$ cat src/rtl/flash_pkg.sv
package flash_pkg;

    // bus side operation, read has priority when both strobes arrive together
    typedef enum logic {
        OP_READ  = 1'b0,
        OP_WRITE = 1'b1
    } flash_op_e;

    // one queued bus access
    typedef struct packed {
        flash_op_e   op;
        logic [19:0] addr;   // 32-bit word address
        logic [31:0] wdata;  // only [15:0] reaches the chip
    } flash_req_t;

    // read data returned to the bus
    typedef struct packed {
        logic        valid;  // one-cycle pulse
        logic [31:0] rdata;
    } flash_rsp_t;

    // chip side pins, data bus split instead of tri-state
    typedef struct packed {
        logic        ce_n;
        logic        we_n;
        logic        oe_n;
        logic [21:0] addr;   // chip byte address
        logic [15:0] dq_out;
        logic        dq_oe;
    } flash_pins_t;

    // access sequencer states
    typedef enum logic [2:0] {
        ST_RESET,  // recovery wait, then read-array command
        ST_IDLE,
        ST_LO,     // half-word at 4*A
        ST_HI,     // half-word at 4*A+2
        ST_DONE
    } ctrl_state_e;

    // puts the chip back into read-array mode
    localparam logic [15:0] FLASH_CMD_READ_ARRAY = 16'h00FF;

endpackage

$ cat src/rtl/bus_port.sv
module bus_port import flash_pkg::*; (
    input  logic        clk,
    input  logic        rst,
    input  logic        read,
    input  logic        write,
    input  logic [19:0] addr,
    input  logic [31:0] wdata,
    input  logic        full,
    output logic        stall,
    output logic        push,
    output flash_req_t  req,
    input  flash_rsp_t  ctrl_rsp,
    output flash_rsp_t  rsp
);

    logic       pending_q;  // registered request waiting for the FIFO
    flash_req_t req_q;
    logic       accept;
    logic       rsp_valid_q;
    logic [31:0] rsp_data_q;

    assign stall  = full;
    assign accept = (read | write) & ~full;  // strobes during stall are dropped

    // a request sampled while the FIFO filled up waits here until a slot frees
    assign push = pending_q & ~full;
    assign req  = req_q;

    always_ff @(posedge clk or posedge rst) begin
        if (rst) begin
            pending_q <= 1'b0;
        end else if (accept) begin
            pending_q <= 1'b1;
        end else if (push) begin
            pending_q <= 1'b0;
        end
    end

    always_ff @(posedge clk) begin
        if (accept) begin
            req_q.op    <= read ? OP_READ : OP_WRITE;  // read wins
            req_q.addr  <= addr;
            req_q.wdata <= wdata;
        end
    end

    // response path, one register stage back to the bus
    always_ff @(posedge clk or posedge rst) begin
        if (rst) begin
            rsp_valid_q <= 1'b0;
        end else begin
            rsp_valid_q <= ctrl_rsp.valid;
        end
    end

    always_ff @(posedge clk) begin
        if (ctrl_rsp.valid) begin
            rsp_data_q <= ctrl_rsp.rdata;
        end
    end

    assign rsp.valid = rsp_valid_q;
    assign rsp.rdata = rsp_data_q;

endmodule

$ cat src/rtl/flash_controller.sv
module flash_controller import flash_pkg::*; #(
    parameter int WAIT_CYCLES = 4  // cycles per half-word phase, at least 2
) (
    input  logic        clk,
    input  logic        rst,
    input  logic        empty,
    input  flash_req_t  head,
    output logic        pop,
    output flash_rsp_t  rsp,
    output flash_pins_t pins,
    input  logic [15:0] dq_in
);

    localparam int CNT_W = (WAIT_CYCLES > 1) ? $clog2(WAIT_CYCLES) : 1;

    localparam flash_pins_t PINS_IDLE = '{
        ce_n:   1'b1,
        we_n:   1'b1,
        oe_n:   1'b1,
        addr:   '0,
        dq_out: '0,
        dq_oe:  1'b0
    };

    ctrl_state_e state;
    logic [CNT_W-1:0] cnt;        // cycle within the current phase
    flash_op_e   cur_op;
    logic [19:0] cur_addr;
    logic [15:0] cur_wdata;       // upper bus half is not written
    logic [31:0] rdata_q;
    flash_pins_t pins_q;
    logic        phase_last;
    logic        we_end;

    // pins for the start of a phase
    function automatic flash_pins_t phase_pins(input flash_op_e   op,
                                               input logic [21:0] a,
                                               input logic [15:0] d);
        flash_pins_t p;
        p.ce_n   = 1'b0;
        p.we_n   = (op == OP_READ);
        p.oe_n   = (op == OP_WRITE);
        p.addr   = a;
        p.dq_out = d;
        p.dq_oe  = (op == OP_WRITE);
        return p;
    endfunction

    assign phase_last = (cnt == CNT_W'(WAIT_CYCLES - 1));
    assign we_end     = (cnt == CNT_W'(WAIT_CYCLES - 2));

    assign pop  = (state == ST_IDLE) && !empty;
    assign pins = pins_q;

    // response is valid during ST_DONE of a read only
    assign rsp.valid = (state == ST_DONE) && (cur_op == OP_READ);
    assign rsp.rdata = rdata_q;

    always_ff @(posedge clk or posedge rst) begin
        if (rst) begin
            state  <= ST_RESET;
            cnt    <= '0;
            cur_op <= OP_WRITE;  // keeps the command cycle from answering
            pins_q <= PINS_IDLE;
        end else begin
            unique case (state)
                ST_RESET: begin
                    // chip recovery, then one command phase at address 0
                    cnt <= cnt + 1'b1;
                    if (phase_last) begin
                        cnt    <= '0;
                        cur_op <= OP_WRITE;
                        pins_q <= phase_pins(OP_WRITE, 22'd0, FLASH_CMD_READ_ARRAY);
                        state  <= ST_HI;
                    end
                end

                ST_IDLE: begin
                    if (!empty) begin
                        cur_op <= head.op;
                        cnt    <= '0;
                        pins_q <= phase_pins(head.op, {head.addr, 2'b00},
                                             head.wdata[15:0]);
                        state  <= ST_LO;
                    end
                end

                ST_LO: begin
                    cnt <= cnt + 1'b1;
                    if (we_end && cur_op == OP_WRITE) begin
                        // rising we_n latches the half-word in the chip
                        pins_q.we_n  <= 1'b1;
                        pins_q.dq_oe <= 1'b0;
                    end
                    if (phase_last) begin
                        cnt    <= '0;
                        pins_q <= phase_pins(cur_op, {cur_addr, 2'b10}, cur_wdata);
                        state  <= ST_HI;
                    end
                end

                ST_HI: begin
                    cnt <= cnt + 1'b1;
                    if (we_end && cur_op == OP_WRITE) begin
                        pins_q.we_n  <= 1'b1;
                        pins_q.dq_oe <= 1'b0;
                    end
                    if (phase_last) begin
                        cnt          <= '0;
                        pins_q.ce_n  <= 1'b1;
                        pins_q.we_n  <= 1'b1;
                        pins_q.oe_n  <= 1'b1;
                        pins_q.dq_oe <= 1'b0;
                        state        <= ST_DONE;
                    end
                end

                ST_DONE: begin
                    state <= ST_IDLE;
                end

                default: state <= ST_IDLE;
            endcase
        end
    end

    // request payload and read data, no reset needed
    always_ff @(posedge clk) begin
        if (pop) begin
            cur_addr  <= head.addr;
            cur_wdata <= head.wdata[15:0];
        end
        if (phase_last && cur_op == OP_READ) begin
            if (state == ST_LO) begin
                rdata_q[15:0] <= dq_in;   // low half first
            end
            if (state == ST_HI) begin
                rdata_q[31:16] <= dq_in;
            end
        end
    end

    // chip must never see a read and a write strobe at once
    a_oe_we_excl: assert property (@(posedge clk) disable iff (rst)
        !(!pins_q.oe_n && !pins_q.we_n));

    a_dq_oe_we: assert property (@(posedge clk) disable iff (rst)
        pins_q.dq_oe |-> !pins_q.we_n);

endmodule

$ cat src/rtl/flash_req_fifo.sv
module flash_req_fifo import flash_pkg::*; #(
    parameter int DEPTH = 4
) (
    input  logic       clk,
    input  logic       rst,
    input  logic       push,
    input  flash_req_t push_req,
    input  logic       pop,
    output flash_req_t head,
    output logic       full,
    output logic       empty
);

    localparam int AW = (DEPTH > 1) ? $clog2(DEPTH) : 1;
    localparam int CW = $clog2(DEPTH + 1);

    flash_req_t    mem [DEPTH];
    logic [AW-1:0] wr_ptr;
    logic [AW-1:0] rd_ptr;
    logic [CW-1:0] count;

    assign full  = (count == CW'(DEPTH));
    assign empty = (count == '0);
    assign head  = mem[rd_ptr];  // show-ahead

    always_ff @(posedge clk) begin
        if (push) begin
            mem[wr_ptr] <= push_req;
        end
    end

    always_ff @(posedge clk or posedge rst) begin
        if (rst) begin
            wr_ptr <= '0;
            rd_ptr <= '0;
            count  <= '0;
        end else begin
            if (push) begin
                // wrap explicitly, DEPTH need not be a power of two
                wr_ptr <= (wr_ptr == AW'(DEPTH - 1)) ? '0 : wr_ptr + 1'b1;
            end
            if (pop) begin
                rd_ptr <= (rd_ptr == AW'(DEPTH - 1)) ? '0 : rd_ptr + 1'b1;
            end
            case ({push, pop})
                2'b10:   count <= count + 1'b1;
                2'b01:   count <= count - 1'b1;
                default: count <= count;
            endcase
        end
    end

    a_no_overflow: assert property (@(posedge clk) disable iff (rst)
        push |-> !full);

    a_no_underflow: assert property (@(posedge clk) disable iff (rst)
        pop |-> !empty);

endmodule

$ cat src/rtl/flash_subsys_top.sv
module flash_subsys_top import flash_pkg::*; #(
    parameter int WAIT_CYCLES = 4,
    parameter int FIFO_DEPTH  = 4
) (
    input  logic        clk,
    input  logic        rst,
    input  logic        read,
    input  logic        write,
    input  logic [19:0] addr,
    input  logic [31:0] wdata,
    output logic        stall,
    output flash_rsp_t  rsp,
    output flash_pins_t pins,
    input  logic [15:0] dq_in
);

    logic       push;
    logic       pop;
    logic       full;
    logic       empty;
    flash_req_t push_req;
    flash_req_t head;
    flash_rsp_t ctrl_rsp;

    bus_port u_bus_port (
        .clk      (clk),
        .rst      (rst),
        .read     (read),
        .write    (write),
        .addr     (addr),
        .wdata    (wdata),
        .full     (full),
        .stall    (stall),
        .push     (push),
        .req      (push_req),
        .ctrl_rsp (ctrl_rsp),
        .rsp      (rsp)
    );

    flash_req_fifo #(
        .DEPTH (FIFO_DEPTH)
    ) u_req_fifo (
        .clk      (clk),
        .rst      (rst),
        .push     (push),
        .push_req (push_req),
        .pop      (pop),
        .head     (head),
        .full     (full),
        .empty    (empty)
    );

    flash_controller #(
        .WAIT_CYCLES (WAIT_CYCLES)
    ) u_ctrl (
        .clk   (clk),
        .rst   (rst),
        .empty (empty),
        .head  (head),
        .pop   (pop),
        .rsp   (ctrl_rsp),
        .pins  (pins),
        .dq_in (dq_in)
    );

endmodule

$ cat config.mk
export PLATFORM = sky130hd
export DESIGN_NAME = flash_subsys_top
export DESIGN_NICKNAME = d
export VERILOG_FILES = /design/src/rtl/flash_pkg.sv /design/src/rtl/bus_port.sv /design/src/rtl/flash_controller.sv /design/src/rtl/flash_req_fifo.sv /design/src/rtl/flash_subsys_top.sv
export SDC_FILE = /design/constraint.sdc
export NUM_CORES = 1
export LEC_CHECK = 0
export BUFFER_PORTS_ARGS = -buffer_cell sky130_fd_sc_hd__buf_2
export CAP_MARGIN = 5
export CORE_MARGIN = 2
export CORE_UTILIZATION = 50
export CTS_BUF_LIST = sky130_fd_sc_hd__clkbuf_4 sky130_fd_sc_hd__clkbuf_8
export DETAILED_ROUTE_END_ITERATION = 16
export GPL_TIMING_DRIVEN = 0
export MAX_ROUTING_LAYER = met4
export PLACE_DENSITY_LB_ADDON = 0.3
export SLEW_MARGIN = 20
export SYNTH_ARGS = -nofsm -noshare
export SYNTH_HDL_FRONTEND = slang
export SYNTH_HIERARCHICAL = 1
export SYNTH_SLANG_ARGS = --single-unit
export TNS_END_PERCENT = 5
$ cat constraint.sdc
create_clock -name clk -period 5.5 [get_ports clk]
set_clock_uncertainty 0.1 [all_clocks]
set_input_delay 0.55 -clock clk [delete_from_list [all_inputs] [get_ports clk]]
set_output_delay 0.55 -clock clk [all_outputs]
set_load 0.02 [all_outputs]
==> results of run 1 <==
stage by stage:
step	instance area, um^2	worst slack (ps)	power, W	hold slack (ps)	instances
finish	14900	2420	0.00845	64.4	1151
global route	14900	2180	0.00889	12.4	1151
CTS	14900	2410	0.00856	18.4	1151
detailed placement	13800	2450	0.00649	305	1056
global placement	13600	159	0.00624	300	1044
floorplan	12500	1020	0.00563	191	590
cell usage in the layout (no fill, tap or decap), drive strengths merged, types with 11 or more instances in the layout:
master and count:
buf 167, mux2 37, clkbuf 91, nand2 11, inv 18, nor2 11
edfxtp 285, a22o 28, mux4 37, dfrtp 52
worst max-delay path by stage:
stage / startpoint / to / slack (ps) / cells after the start
floorplan: u_ctrl/state[1] / u_bus_port/rsp_data_q[0] / 1020 / 3
global placement: u_ctrl/state[1] / u_bus_port/rsp_data_q[5] / 160 / 3
detailed placement: u_ctrl/cnt[1] / u_ctrl/rdata_q[5] / 2450 / 6
CTS: u_ctrl/cnt[1] / u_ctrl/rdata_q[9] / 2410 / 6
global route: u_ctrl/cnt[1] / u_ctrl/rdata_q[9] / 2180 / 6
finish: u_ctrl/cnt[1] / u_ctrl/rdata_q[9] / 2420 / 6
repair_timing:
action | 4_1_cts | 5_1_grt
endpoints found under the setup margin | 0 | 0
hold endpoints to repair | 27 | 0
buffers inserted | 0 | 0
hold buffers | 1 | 0
power breakdown:
part / leakage, nW / internal, W / total (W) / switching [W]
clock network: 0.573 / 0.00115 / 0.00204 / 0.000890
logic: 1.72 / 0.00108 / 0.00243 / 0.00135
registers: 3.35 / 0.00372 / 0.00398 / 0.000255
metal layers:
layer | vias up | GRT usage, % | share of wire, %
met4 | 0 | 6.03 | 2.4
met2 | 220 | 30.6 | 51
li1 | 2750 | - | -
met3 | 41 | 3.91 | 5.4
met1 | 3132 | 23.0 | 41
met5 | - | - | 0
state kept, by name, indices dropped and copies added, names as in the netlist, 3 cells and up:
| register | flops |
|---|---|
| u_bus_port/req | 37 |
| u_bus_port/rsp_data_q | 32 |
| u_ctrl/cur_addr | 20 |
| u_ctrl/cur_wdata | 16 |
| u_ctrl/pins | 41 |
| u_ctrl/rdata_q | 32 |
| u_ctrl/state | 3 |
| u_req_fifo/count | 3 |
| u_req_fifo/mem | 148 |
area by class of cell:
type                       count  area [um^2]  area share (%)
buffer                        33          275            1.85
tap                          324          405            2.72
inverter                      17         63.8           0.429
multi-input combinational    199         2240            15.0
clock inverter                11         62.6           0.420
clock buffer                  83          998            6.71
sequential                   341         9960            67.0
timing repair buffer         143          876            5.88
==> run_summary.xml, run 1 <==
<?xml version="1.0" encoding="UTF-8"?>
<metrics>
  <group name="drt">
    <metric name="first_pass_iters" unit="">5</metric>
    <metric name="vias_after_detailed_routing" unit="">6143</metric>
    <metric name="initialDrtViolationCount" unit="">431</metric>
    <metric name="detail_route.wl_per_cell" unit="um">19.9</metric>
    <metric name="route.final.wire_length" unit="um">22900</metric>
    <metric name="via_per_inst" unit="">5.34</metric>
    <metric name="drc" unit="">0</metric>
    <metric name="ant_nets" unit="">0</metric>
  </group>
  <group name="global_routing">
    <metric name="first_global_vias" unit="">6546</metric>
    <metric name="grt_overflow_total" unit="">0</metric>
    <metric name="antenna_found_initial" unit="">0</metric>
    <metric name="global_route.usage.total" unit="%">18.5</metric>
    <metric name="grt_start_max_net_pins" unit="">30</metric>
    <metric name="global_route_wire_length_before_repair" unit="um">35700</metric>
  </group>
  <group name="pwr">
    <metric name="power_density" unit="mW/mm^2">568</metric>
    <metric name="static-leakage-power" unit="nW">5.64</metric>
    <metric name="peakVddDrop" unit="uV">255</metric>
  </group>
  <group name="setup_path">
    <metric name="worst_ep_required_time" unit="ps">5570</metric>
    <metric name="ff_to_ff_setup_slack" unit="ps">2420</metric>
    <metric name="start_kind" unit="">register</metric>
    <metric name="critPathCaptureType" unit="">register</metric>
    <metric name="cell_chain_critical_path" unit="">ha_1 -&gt; clkbuf_1 -&gt; nor4bb_1 -&gt; buf_2 -&gt; buf_2 -&gt; nor2b_2</metric>
    <metric name="r2r_cells" unit="">6</metric>
    <metric name="critPathMaxFanout" unit="">16</metric>
    <metric name="crit_slowest_cell" unit="">sky130_fd_sc_hd__nor2b_2</metric>
    <metric name="cp_num_buf_inv" unit="">3</metric>
    <metric name="max_stage_delay" unit="ps">760</metric>
    <metric name="worstReg2RegEnd" unit="">u_ctrl/rdata_q[9]</metric>
    <metric name="crit_arrival" unit="ps">3150</metric>
    <metric name="critical_path.reg2reg.startpoint" unit="">u_ctrl/cnt[1]</metric>
    <metric name="crit_family" unit="">simple AND/OR/NAND/NOR gates</metric>
    <metric name="crit_path_frequent_cell" unit="">sky130_fd_sc_hd__buf_2</metric>
    <metric name="timing_worst_setup_path_type" unit="">reg -&gt; reg</metric>
  </group>
  <group name="worst_hold_path">
    <metric name="worst_hold_path.num_cells" unit="">1</metric>
    <metric name="worstHoldPathType" unit="">in -&gt; reg</metric>
    <metric name="worst_hold_startpoint" unit="">wdata[8]</metric>
    <metric name="hold-path-endpoint" unit="">u_bus_port/req[8]</metric>
  </group>
  <group name="sta">
    <metric name="maxSlewViolCount" unit="">0</metric>
    <metric name="slew_headroom" unit="%">27.5</metric>
    <metric name="timing.final.crit_period" unit="ps">3080</metric>
    <metric name="grt_setup_unrepaired" unit="">no</metric>
    <metric name="setup_violation_total_in_the_final_timing_report" unit="">0</metric>
    <metric name="worstMarginPinSlew" unit="ps">1080</metric>
    <metric name="setup_total_negative_slack" unit="ps">0</metric>
    <metric name="period_share" unit="%">56.0</metric>
    <metric name="fmaxAchievable" unit="MHz">324</metric>
    <metric name="finalHoldViolations" unit="">0</metric>
  </group>
  <group name="placed_design">
    <metric name="port-buffer-count" unit="">130</metric>
    <metric name="dpl.hpwl" unit="um">15400</metric>
    <metric name="globalplace.congestion" unit="">0.818</metric>
  </group>
  <group name="yosys">
    <metric name="yosys_warnings" unit="">6</metric>
    <metric name="synth_cell_area" unit="mm^2">0.0125</metric>
    <metric name="syn-num-nets" unit="">671</metric>
    <metric name="syn_area_per_cell" unit="um^2">21.2</metric>
    <metric name="synth_cells" unit="">590</metric>
  </group>
  <group name="job">
    <metric name="timing.max_cap.violations" unit="">0</metric>
  </group>
  <group name="clock_network">
    <metric name="ctsResizeCount" unit="">0</metric>
    <metric name="clk-insertion-delay-late" unit="ps">560</metric>
    <metric name="clkSlewWorstSetupHoldPaths" unit="ps">60</metric>
    <metric name="largest_buffer_count_on_any_clock_path" unit="">3</metric>
    <metric name="cts_inserted_buffers" unit="">51</metric>
    <metric name="tritoncts" unit="">done</metric>
    <metric name="root_buffer" unit="">sky130_fd_sc_hd__clkbuf_8</metric>
    <metric name="cts_num_sinks" unit="">341</metric>
    <metric name="ctsHtreeMaxLevel" unit="">2</metric>
  </group>
  <group name="run_status">
    <metric name="outcome" unit="">finished clean</metric>
  </group>
  <group name="finish">
    <metric name="post_route_cells_drive_above_1_share" unit="%">39.9</metric>
    <metric name="fillerInstances" unit="">1717</metric>
    <metric name="number_of_antenna_cells_inserted" unit="">0</metric>
    <metric name="layout-area-overhead-vs-synth" unit="%">19.0</metric>
    <metric name="layout.core_utilization" unit="%">60.8</metric>
    <metric name="num-nets-final" unit="">867</metric>
  </group>
  <group name="floorplan">
    <metric name="core_area" unit="mm^2">0.0245</metric>
    <metric name="die-width" unit="um">162</metric>
    <metric name="initial_core_util" unit="%">51.1</metric>
    <metric name="pin_count" unit="">148</metric>
    <metric name="die-height" unit="um">162</metric>
    <metric name="rows" unit="">57</metric>
    <metric name="floorplan.die_area" unit="mm^2">0.0263</metric>
  </group>
</metrics>
Power figures use the tool's default switching activity.
==> run 2: changes to the inputs <==
clock period = 2.8 ns   (was 5.5 ns; I/O delays follow)
==> run 2 against run 1 <==
Net effect: design area increased by 4.2%; sequential share of layout area shrank 2.7 points; combinational power rose by 98%; hold slack improved by 16 ps; sequential power grew 97%; non-clock buffer count increased by 55; clock power up 110%; critical path type unchanged; largest power group unchanged.
==> run_summary.xml, run 2 (same netlist as run 1, synthesis figures left out) <==
<?xml version="1.0" encoding="UTF-8"?>
<metrics>
  <group name="run_status">
    <metric name="outcome" unit="">finished clean</metric>
  </group>
  <group name="sta">
    <metric name="finalHoldWorstSlack" unit="ps">80.3</metric>
    <metric name="worstMarginPinSlew" unit="ps">841</metric>
    <metric name="period_share" unit="%">96.0</metric>
    <metric name="finalHoldViolations" unit="">0</metric>
    <metric name="setup_violation_total_in_the_final_timing_report" unit="">0</metric>
    <metric name="fmaxAchievable" unit="MHz">372</metric>
    <metric name="maxSlewViolCount" unit="">0</metric>
    <metric name="timing.final.crit_period" unit="ps">2690</metric>
    <metric name="slew_headroom" unit="%">43.7</metric>
    <metric name="grt_setup_unrepaired" unit="">yes</metric>
  </group>
  <group name="floorplan">
    <metric name="pin_count" unit="">148</metric>
    <metric name="initial_core_util" unit="%">51.1</metric>
    <metric name="core_area" unit="mm^2">0.0245</metric>
    <metric name="die-height" unit="um">162</metric>
    <metric name="die-width" unit="um">162</metric>
    <metric name="floorplan.die_area" unit="mm^2">0.0263</metric>
    <metric name="rows" unit="">57</metric>
  </group>
  <group name="pwr">
    <metric name="cellInternalPower" unit="W">0.0119</metric>
    <metric name="p_seq_share" unit="%">46.3</metric>
    <metric name="peakVddDrop" unit="uV">569</metric>
    <metric name="power_density" unit="mW/mm^2">1090</metric>
    <metric name="p_sw" unit="W">0.00498</metric>
    <metric name="power.share.combinational" unit="%">28.5</metric>
    <metric name="static-leakage-power" unit="nW">5.87</metric>
    <metric name="swShare" unit="%">29.5</metric>
    <metric name="clock_network_power_share" unit="%">25.2</metric>
  </group>
  <group name="placed_design">
    <metric name="globalplace.congestion" unit="">0.822</metric>
    <metric name="post_dp_cell_area" unit="mm^2">0.0138</metric>
    <metric name="port-buffer-count" unit="">130</metric>
    <metric name="dpl.hpwl" unit="um">14800</metric>
  </group>
  <group name="finish">
    <metric name="num-nets-final" unit="">923</metric>
    <metric name="registers.top_by_ff_count" unit="">u_req_fifo/mem</metric>
    <metric name="layout-area-overhead-vs-synth" unit="%">24.0</metric>
    <metric name="layout.core_utilization" unit="%">63.4</metric>
    <metric name="fin_area" unit="mm^2">0.0155</metric>
    <metric name="mostFrequentLayoutCells" unit="">sky130_fd_sc_hd__edfxtp_1 (285), sky130_fd_sc_hd__buf_2 (141), sky130_fd_sc_hd__clkbuf_8 (58)</metric>
    <metric name="largest_reg_flops" unit="">148</metric>
    <metric name="number_of_antenna_cells_inserted" unit="">0</metric>
    <metric name="post_route_cells_drive_above_1_share" unit="%">36.7</metric>
    <metric name="final_common_cell" unit="">sky130_fd_sc_hd__edfxtp_1</metric>
  </group>
  <group name="clock_network">
    <metric name="cts_inserted_buffers" unit="">52</metric>
    <metric name="ctsHtreeMaxLevel" unit="">2</metric>
    <metric name="root_buffer" unit="">sky130_fd_sc_hd__clkbuf_8</metric>
    <metric name="clkSlewWorstSetupHoldPaths" unit="ps">60</metric>
    <metric name="clk-insertion-delay-late" unit="ps">560</metric>
    <metric name="largest_buffer_count_on_any_clock_path" unit="">3</metric>
    <metric name="cts_num_sinks" unit="">341</metric>
    <metric name="tritoncts" unit="">done</metric>
  </group>
  <group name="setup_path">
    <metric name="crit_arrival" unit="ps">2840</metric>
    <metric name="critPathCaptureType" unit="">register</metric>
    <metric name="ff_to_ff_setup_slack" unit="ps">110</metric>
    <metric name="critPathMaxFanout" unit="">16</metric>
    <metric name="timing_worst_setup_path_type" unit="">reg -&gt; reg</metric>
    <metric name="worst_ep_required_time" unit="ps">2960</metric>
    <metric name="start_kind" unit="">register</metric>
  </group>
  <group name="global_routing">
    <metric name="antenna_found_initial" unit="">0</metric>
    <metric name="grt_start_max_net_pins" unit="">48</metric>
    <metric name="first_global_vias" unit="">6695</metric>
    <metric name="grt_overflow_total" unit="">0</metric>
    <metric name="global_route.usage.total" unit="%">18.7</metric>
    <metric name="global_route_wire_length_before_repair" unit="um">36200</metric>
  </group>
  <group name="worst_hold_path">
    <metric name="worstHoldPathType" unit="">in -&gt; async</metric>
  </group>
  <group name="drt">
    <metric name="ant_nets" unit="">0</metric>
    <metric name="drc" unit="">0</metric>
    <metric name="detail_route.wl_per_cell" unit="um">19.3</metric>
    <metric name="vias_after_detailed_routing" unit="">6284</metric>
    <metric name="first_pass_iters" unit="">5</metric>
    <metric name="initialDrtViolationCount" unit="">466</metric>
    <metric name="route.final.wire_length" unit="um">23300</metric>
    <metric name="via_per_inst" unit="">5.20</metric>
  </group>
  <group name="job">
    <metric name="timing.max_cap.violations" unit="">0</metric>
  </group>
</metrics>
==> run 2: changes by cell type in the layout (fill, tap and decap cells not counted), sizes merged <==
cell,before,now
dlygate4sd3,1,56
clkbuf,91,80
clkinv,9,19
bufinv,0,4
clkinvlp,1,2
inv,18,17
==> run 2: path summary, 6_finish.rpt <==
| path | start | to | depth (start not counted) |
|---|---|---|---|
| worst max register to register | u_ctrl/cnt[1] | u_ctrl/rdata_q[0] | 7 |
| worst min register to register | u_ctrl/rdata_q[28] | u_bus_port/rsp_data_q[28] | 0 |
| min in group clk | u_ctrl/rdata_q[28] | u_bus_port/rsp_data_q[28] | 0 |
| worst max-delay path | u_ctrl/cnt[1] | u_ctrl/rdata_q[0] | 7 |
| worst min-delay path | rst | u_bus_port/pending_q | 3 |
| max in group asynchronous | rst | u_ctrl/pins[25] | 3 |
==> run 2: critical path, cell delays in order (launching register included) <==
cell and delay [ps]:
sky130_fd_sc_hd__dfrtp_1 380, sky130_fd_sc_hd__ha_1 150, sky130_fd_sc_hd__clkbuf_1 330, sky130_fd_sc_hd__nor4bb_2 380, sky130_fd_sc_hd__buf_2 340, sky130_fd_sc_hd__buf_2 320
sky130_fd_sc_hd__nor2b_4 220, sky130_fd_sc_hd__buf_12 160
==> run 2: power groups by stage <==
stage | sequential [W] | clock [W] | combinational, W
finish | 0.00783 | 0.00427 | 0.00482
global route | 0.00796 | 0.00463 | 0.00518
CTS | 0.00783 | 0.00439 | 0.00485
detailed placement | 0.00792 | 0 | 0.00476
global placement | 0.00788 | 0 | 0.00438
floorplan | 0.00805 | 0 | 0.00302
==> run 2: cell type report <==
class | instances | area [um^2]
tap | 324 | 405
clock inverter | 25 | 215
timing repair buffer | 198 | 1410
multi-input combinational | 199 | 2270
buffer | 33 | 275
inverter | 17 | 66.3
clock buffer | 72 | 903
fill | 1617 | 8960
sequential | 341 | 9960
==> run 2: routing by layer <==
metal / vias up / track usage, % / part of all wire, % / wire (um)
li1: 2865 / - / - / -
met4: 0 / 6.23 / 2.1 / 486
met3: 36 / 3.68 / 5.7 / 1320
met5: - / - / 0 / 0
met1: 3163 / 23.2 / 41 / 9630
met2: 220 / 31.4 / 51 / 11900
==> run 2: repair_timing <==
item                       in CTS  in global routing
setup buffers                   1                  2
pin swaps                       0                  1
setup endpoints to repair      18                 28
hold buffers                   56                  0
hold endpoints to repair      122                  0
resized for setup               2                  2
==> run 2: through the flow <==
step	setup TNS [ps]	setup WS (ps)	power (W)	std cells
final	0	113	0.0169	1209
after floorplan	-8.96	-8.96	0.0111	590
after global placement	-109250	-1250	0.0123	1044
after CTS	-104	-104	0.0171	1207
after global routing	-786	-58.2	0.0178	1209
after detailed placement	-5580	-345	0.0127	1053
==> run 3: changes to the inputs <==
SYNTH_HIERARCHICAL = unset   (was 1)
==> run 3 against run 2 <==
Net effect: hold slack improved by 11 ps; largest power group unchanged; clock power down 3%; area after synthesis up 1.7%; highest routed layer unchanged; largest cell class unchanged.
==> run_summary.xml, run 3 <==
<?xml version="1.0" encoding="UTF-8"?>
<metrics>
  <group name="worst_hold_path">
    <metric name="worstHoldPathType" unit="">in -&gt; async</metric>
  </group>
  <group name="sta">
    <metric name="grt_setup_unrepaired" unit="">yes</metric>
    <metric name="setup_violation_total_in_the_final_timing_report" unit="">0</metric>
    <metric name="timing.final.crit_period" unit="ps">2700</metric>
    <metric name="worstMarginPinSlew" unit="ps">930</metric>
    <metric name="maxSlewViolCount" unit="">0</metric>
    <metric name="slew_headroom" unit="%">38.0</metric>
    <metric name="finalHoldViolations" unit="">0</metric>
    <metric name="fmaxAchievable" unit="MHz">370</metric>
    <metric name="setup_total_negative_slack" unit="ps">0</metric>
    <metric name="period_share" unit="%">96.5</metric>
  </group>
  <group name="floorplan">
    <metric name="die-height" unit="um">164</metric>
    <metric name="core_area" unit="mm^2">0.0251</metric>
    <metric name="initial_core_util" unit="%">50.7</metric>
    <metric name="floorplan.die_area" unit="mm^2">0.0267</metric>
    <metric name="rows" unit="">58</metric>
    <metric name="die-width" unit="um">164</metric>
    <metric name="pin_count" unit="">148</metric>
  </group>
  <group name="finish">
    <metric name="multi_input_area" unit="mm^2">0.00253</metric>
    <metric name="number_of_antenna_cells_inserted" unit="">0</metric>
    <metric name="post_route_cells_drive_above_1_share" unit="%">28.9</metric>
    <metric name="num-nets-final" unit="">1035</metric>
    <metric name="mostFrequentLayoutCells" unit="">sky130_fd_sc_hd__edfxtp_1 (285), sky130_fd_sc_hd__buf_2 (150), sky130_fd_sc_hd__mux2i_1 (105)</metric>
    <metric name="registers.top_by_ff_count" unit="">u_req_fifo.mem</metric>
    <metric name="largest_reg_flops" unit="">148</metric>
    <metric name="final-instance-count-excl-fill" unit="">1326</metric>
    <metric name="layout.core_utilization" unit="%">62.5</metric>
    <metric name="final_common_cell" unit="">sky130_fd_sc_hd__edfxtp_1</metric>
    <metric name="flip_flop_and_latch_area" unit="mm^2">0.00996</metric>
    <metric name="layout-area-overhead-vs-synth" unit="%">23.3</metric>
    <metric name="fillerInstances" unit="">1861</metric>
  </group>
  <group name="drt">
    <metric name="vias_after_detailed_routing" unit="">7090</metric>
    <metric name="initialDrtViolationCount" unit="">488</metric>
    <metric name="ant_nets" unit="">0</metric>
    <metric name="first_pass_iters" unit="">5</metric>
    <metric name="route.final.wire_length" unit="um">25800</metric>
    <metric name="drc" unit="">0</metric>
    <metric name="via_per_inst" unit="">5.35</metric>
    <metric name="detail_route.wl_per_cell" unit="um">19.4</metric>
  </group>
  <group name="clock_network">
    <metric name="ctsHtreeMaxLevel" unit="">2</metric>
    <metric name="cts_inserted_buffers" unit="">51</metric>
    <metric name="clk-insertion-delay-late" unit="ps">580</metric>
    <metric name="clkSlewWorstSetupHoldPaths" unit="ps">60</metric>
    <metric name="tritoncts" unit="">done</metric>
    <metric name="cts_num_sinks" unit="">341</metric>
    <metric name="largest_buffer_count_on_any_clock_path" unit="">3</metric>
    <metric name="root_buffer" unit="">sky130_fd_sc_hd__clkbuf_8</metric>
  </group>
  <group name="placed_design">
    <metric name="dpl.hpwl" unit="um">16000</metric>
    <metric name="place_inst" unit="">1176</metric>
    <metric name="port-buffer-count" unit="">130</metric>
    <metric name="globalplace.congestion" unit="">0.791</metric>
  </group>
  <group name="yosys">
    <metric name="syn_area_per_cell" unit="um^2">18.1</metric>
    <metric name="synthDominantAreaCellType" unit="">sky130_fd_sc_hd__edfxtp_1</metric>
    <metric name="synth.distinct_cells" unit="">46</metric>
    <metric name="synth.top_cells.by_area" unit="">sky130_fd_sc_hd__edfxtp_1 (67%), sky130_fd_sc_hd__dfrtp_1 (10%), sky130_fd_sc_hd__mux2i_1 (8.3%), sky130_fd_sc_hd__o2bb2ai_1 (1.9%), sky130_fd_sc_hd__o22ai_1 (1.6%)</metric>
    <metric name="yosys_warnings" unit="">0</metric>
    <metric name="ys_dominant_reg_cell" unit="">sky130_fd_sc_hd__edfxtp_1</metric>
    <metric name="synthMostInstantiatedCell" unit="">sky130_fd_sc_hd__edfxtp_1</metric>
    <metric name="syn-num-nets" unit="">785</metric>
    <metric name="synthDominantCellAreaShare" unit="%">67.3</metric>
    <metric name="synth_enable_flop_cells" unit="">285</metric>
    <metric name="synth_cell_area" unit="mm^2">0.0127</metric>
    <metric name="synth_async_sr_flop_share" unit="%">16.4</metric>
    <metric name="synthTopCellsByCount" unit="">sky130_fd_sc_hd__edfxtp_1 (285), sky130_fd_sc_hd__mux2i_1 (105), sky130_fd_sc_hd__dfrtp_1 (52)</metric>
    <metric name="synth-seq-area-share" unit="%">78.3</metric>
    <metric name="yosys_register_bits" unit="">341</metric>
    <metric name="synth_cells" unit="">704</metric>
  </group>
  <group name="setup_path">
    <metric name="cell_chain_critical_path" unit="">buf_4 -&gt; and2b_1 -&gt; clkbuf_4 -&gt; nand3_2 -&gt; bufinv_16 -&gt; ha_1 -&gt; fa_1 -&gt; xnor2_1 -&gt; nor2_1 -&gt; xor2_1</metric>
    <metric name="crit_arrival" unit="ps">3070</metric>
    <metric name="critPathCaptureType" unit="">register</metric>
    <metric name="cp_num_buf_inv" unit="">3</metric>
    <metric name="ff_to_ff_setup_slack" unit="ps">100</metric>
    <metric name="critical_path.reg2reg.startpoint" unit="">u_ctrl.state[0]</metric>
    <metric name="worst_setup_path_startpoint" unit="">u_ctrl.state[0]</metric>
    <metric name="start_kind" unit="">register</metric>
    <metric name="crit_family" unit="">adder cells</metric>
    <metric name="worstSetupEndpoint" unit="">u_req_fifo.count[2]</metric>
    <metric name="timing_worst_setup_path_type" unit="">reg -&gt; reg</metric>
    <metric name="worstReg2RegEnd" unit="">u_req_fifo.count[2]</metric>
    <metric name="worst_ep_required_time" unit="ps">3170</metric>
    <metric name="cp_num_cells" unit="">10</metric>
    <metric name="r2r_cells" unit="">10</metric>
    <metric name="critPathMaxFanout" unit="">22</metric>
    <metric name="max_stage_delay" unit="ps">440</metric>
    <metric name="crit_slowest_cell" unit="">sky130_fd_sc_hd__fa_1</metric>
  </group>
  <group name="global_routing">
    <metric name="global_route.usage.total" unit="%">20.2</metric>
    <metric name="antenna_found_initial" unit="">0</metric>
    <metric name="first_global_vias" unit="">7353</metric>
    <metric name="global_route_wire_length_before_repair" unit="um">39300</metric>
    <metric name="grt_overflow_total" unit="">0</metric>
    <metric name="grt_start_max_net_pins" unit="">45</metric>
  </group>
  <group name="job">
    <metric name="timing.max_cap.violations" unit="">0</metric>
  </group>
  <group name="pwr">
    <metric name="static-leakage-power" unit="nW">6.02</metric>
    <metric name="peakVddDrop" unit="uV">619</metric>
    <metric name="power_density" unit="mW/mm^2">1090</metric>
  </group>
  <group name="run_status">
    <metric name="outcome" unit="">finished clean</metric>
  </group>
</metrics>
## run 3: per-stage QoR
stage               cell area (um^2)  total power (W)  hold slack, ps  setup WS (ps)
floorplan                      12700           0.0111             279           -202
global placement               13800           0.0126             300          -1300
detailed placement             14000           0.0129             128           -213
CTS                            15700           0.0171            64.1           9.15
global route                   15700           0.0179            95.8          -19.1
finish                         15700           0.0170            90.9           98.8
## run 3: what timing repair did
item / in CTS / in global routing
buffers inserted: 0 / 0
gates resized for setup: 4 / 3
hold endpoints to repair: 122 / 0
hold buffers: 55 / 0
endpoints found under the setup margin: 2 / 3
## run 3: worst min-delay path by stage
stage                                 to  depth (start not counted)          startpoint
2_1_floorplan          u_bus_port.req[0]                          0            wdata[0]
3_3_place_gp   u_bus_port.rsp_data_q[11]                          0  u_ctrl.rdata_q[11]
3_5_place_dp             u_ctrl.pins[13]                          2                 rst
4_1_cts                  u_ctrl.pins[19]                          3                 rst
5_1_grt                  u_ctrl.pins[19]                          3                 rst
6_report                 u_ctrl.pins[24]                          3                 rst
## run 3: worst min-delay path: stages
cell	delay, ps
sky130_fd_sc_hd__dlygate4sd3_1	530
sky130_fd_sc_hd__buf_2	140
sky130_fd_sc_hd__inv_4	180
## run 3: final cells by class
type	count	area share, %
clock inverter	24	1.24
buffer	40	1.46
tap	330	2.63
inverter	12	0.471
clock buffer	71	5.59
timing repair buffer	197	8.98
multi-input combinational	311	16.1
sequential	341	63.5
## run 3: cell families after synthesis
logic type / count (synthesis) / synth area share (%)
compound gates: 124 / 6.48
fa+ha+maj: 9 / 0.944
buf+inv: 52 / 2.12
mux: 118 / 9.59
flops: 341 / 78.3
xor+xnor: 3 / 0.207
simple gates: 56 / 2.29
other cells: 1 / 0.0295
## run 3: routing by layer
| metal | up-vias | wire, um | GRT usage [%] |
|---|---|---|---|
| met2 | 252 | 12700 | 33.7 |
| met1 | 3515 | 10700 | 24.9 |
| li1 | 3262 | - | - |
| met3 | 61 | 1690 | 3.76 |
| met4 | 0 | 650 | 6.94 |
| met5 | - | 0 | - |
## run 3: report_power, final
group	switching, W	internal, W	total [W]
clock	0.00183	0.00232	0.00415
combinational	0.00313	0.00194	0.00506
sequential	0.000543	0.00729	0.00783
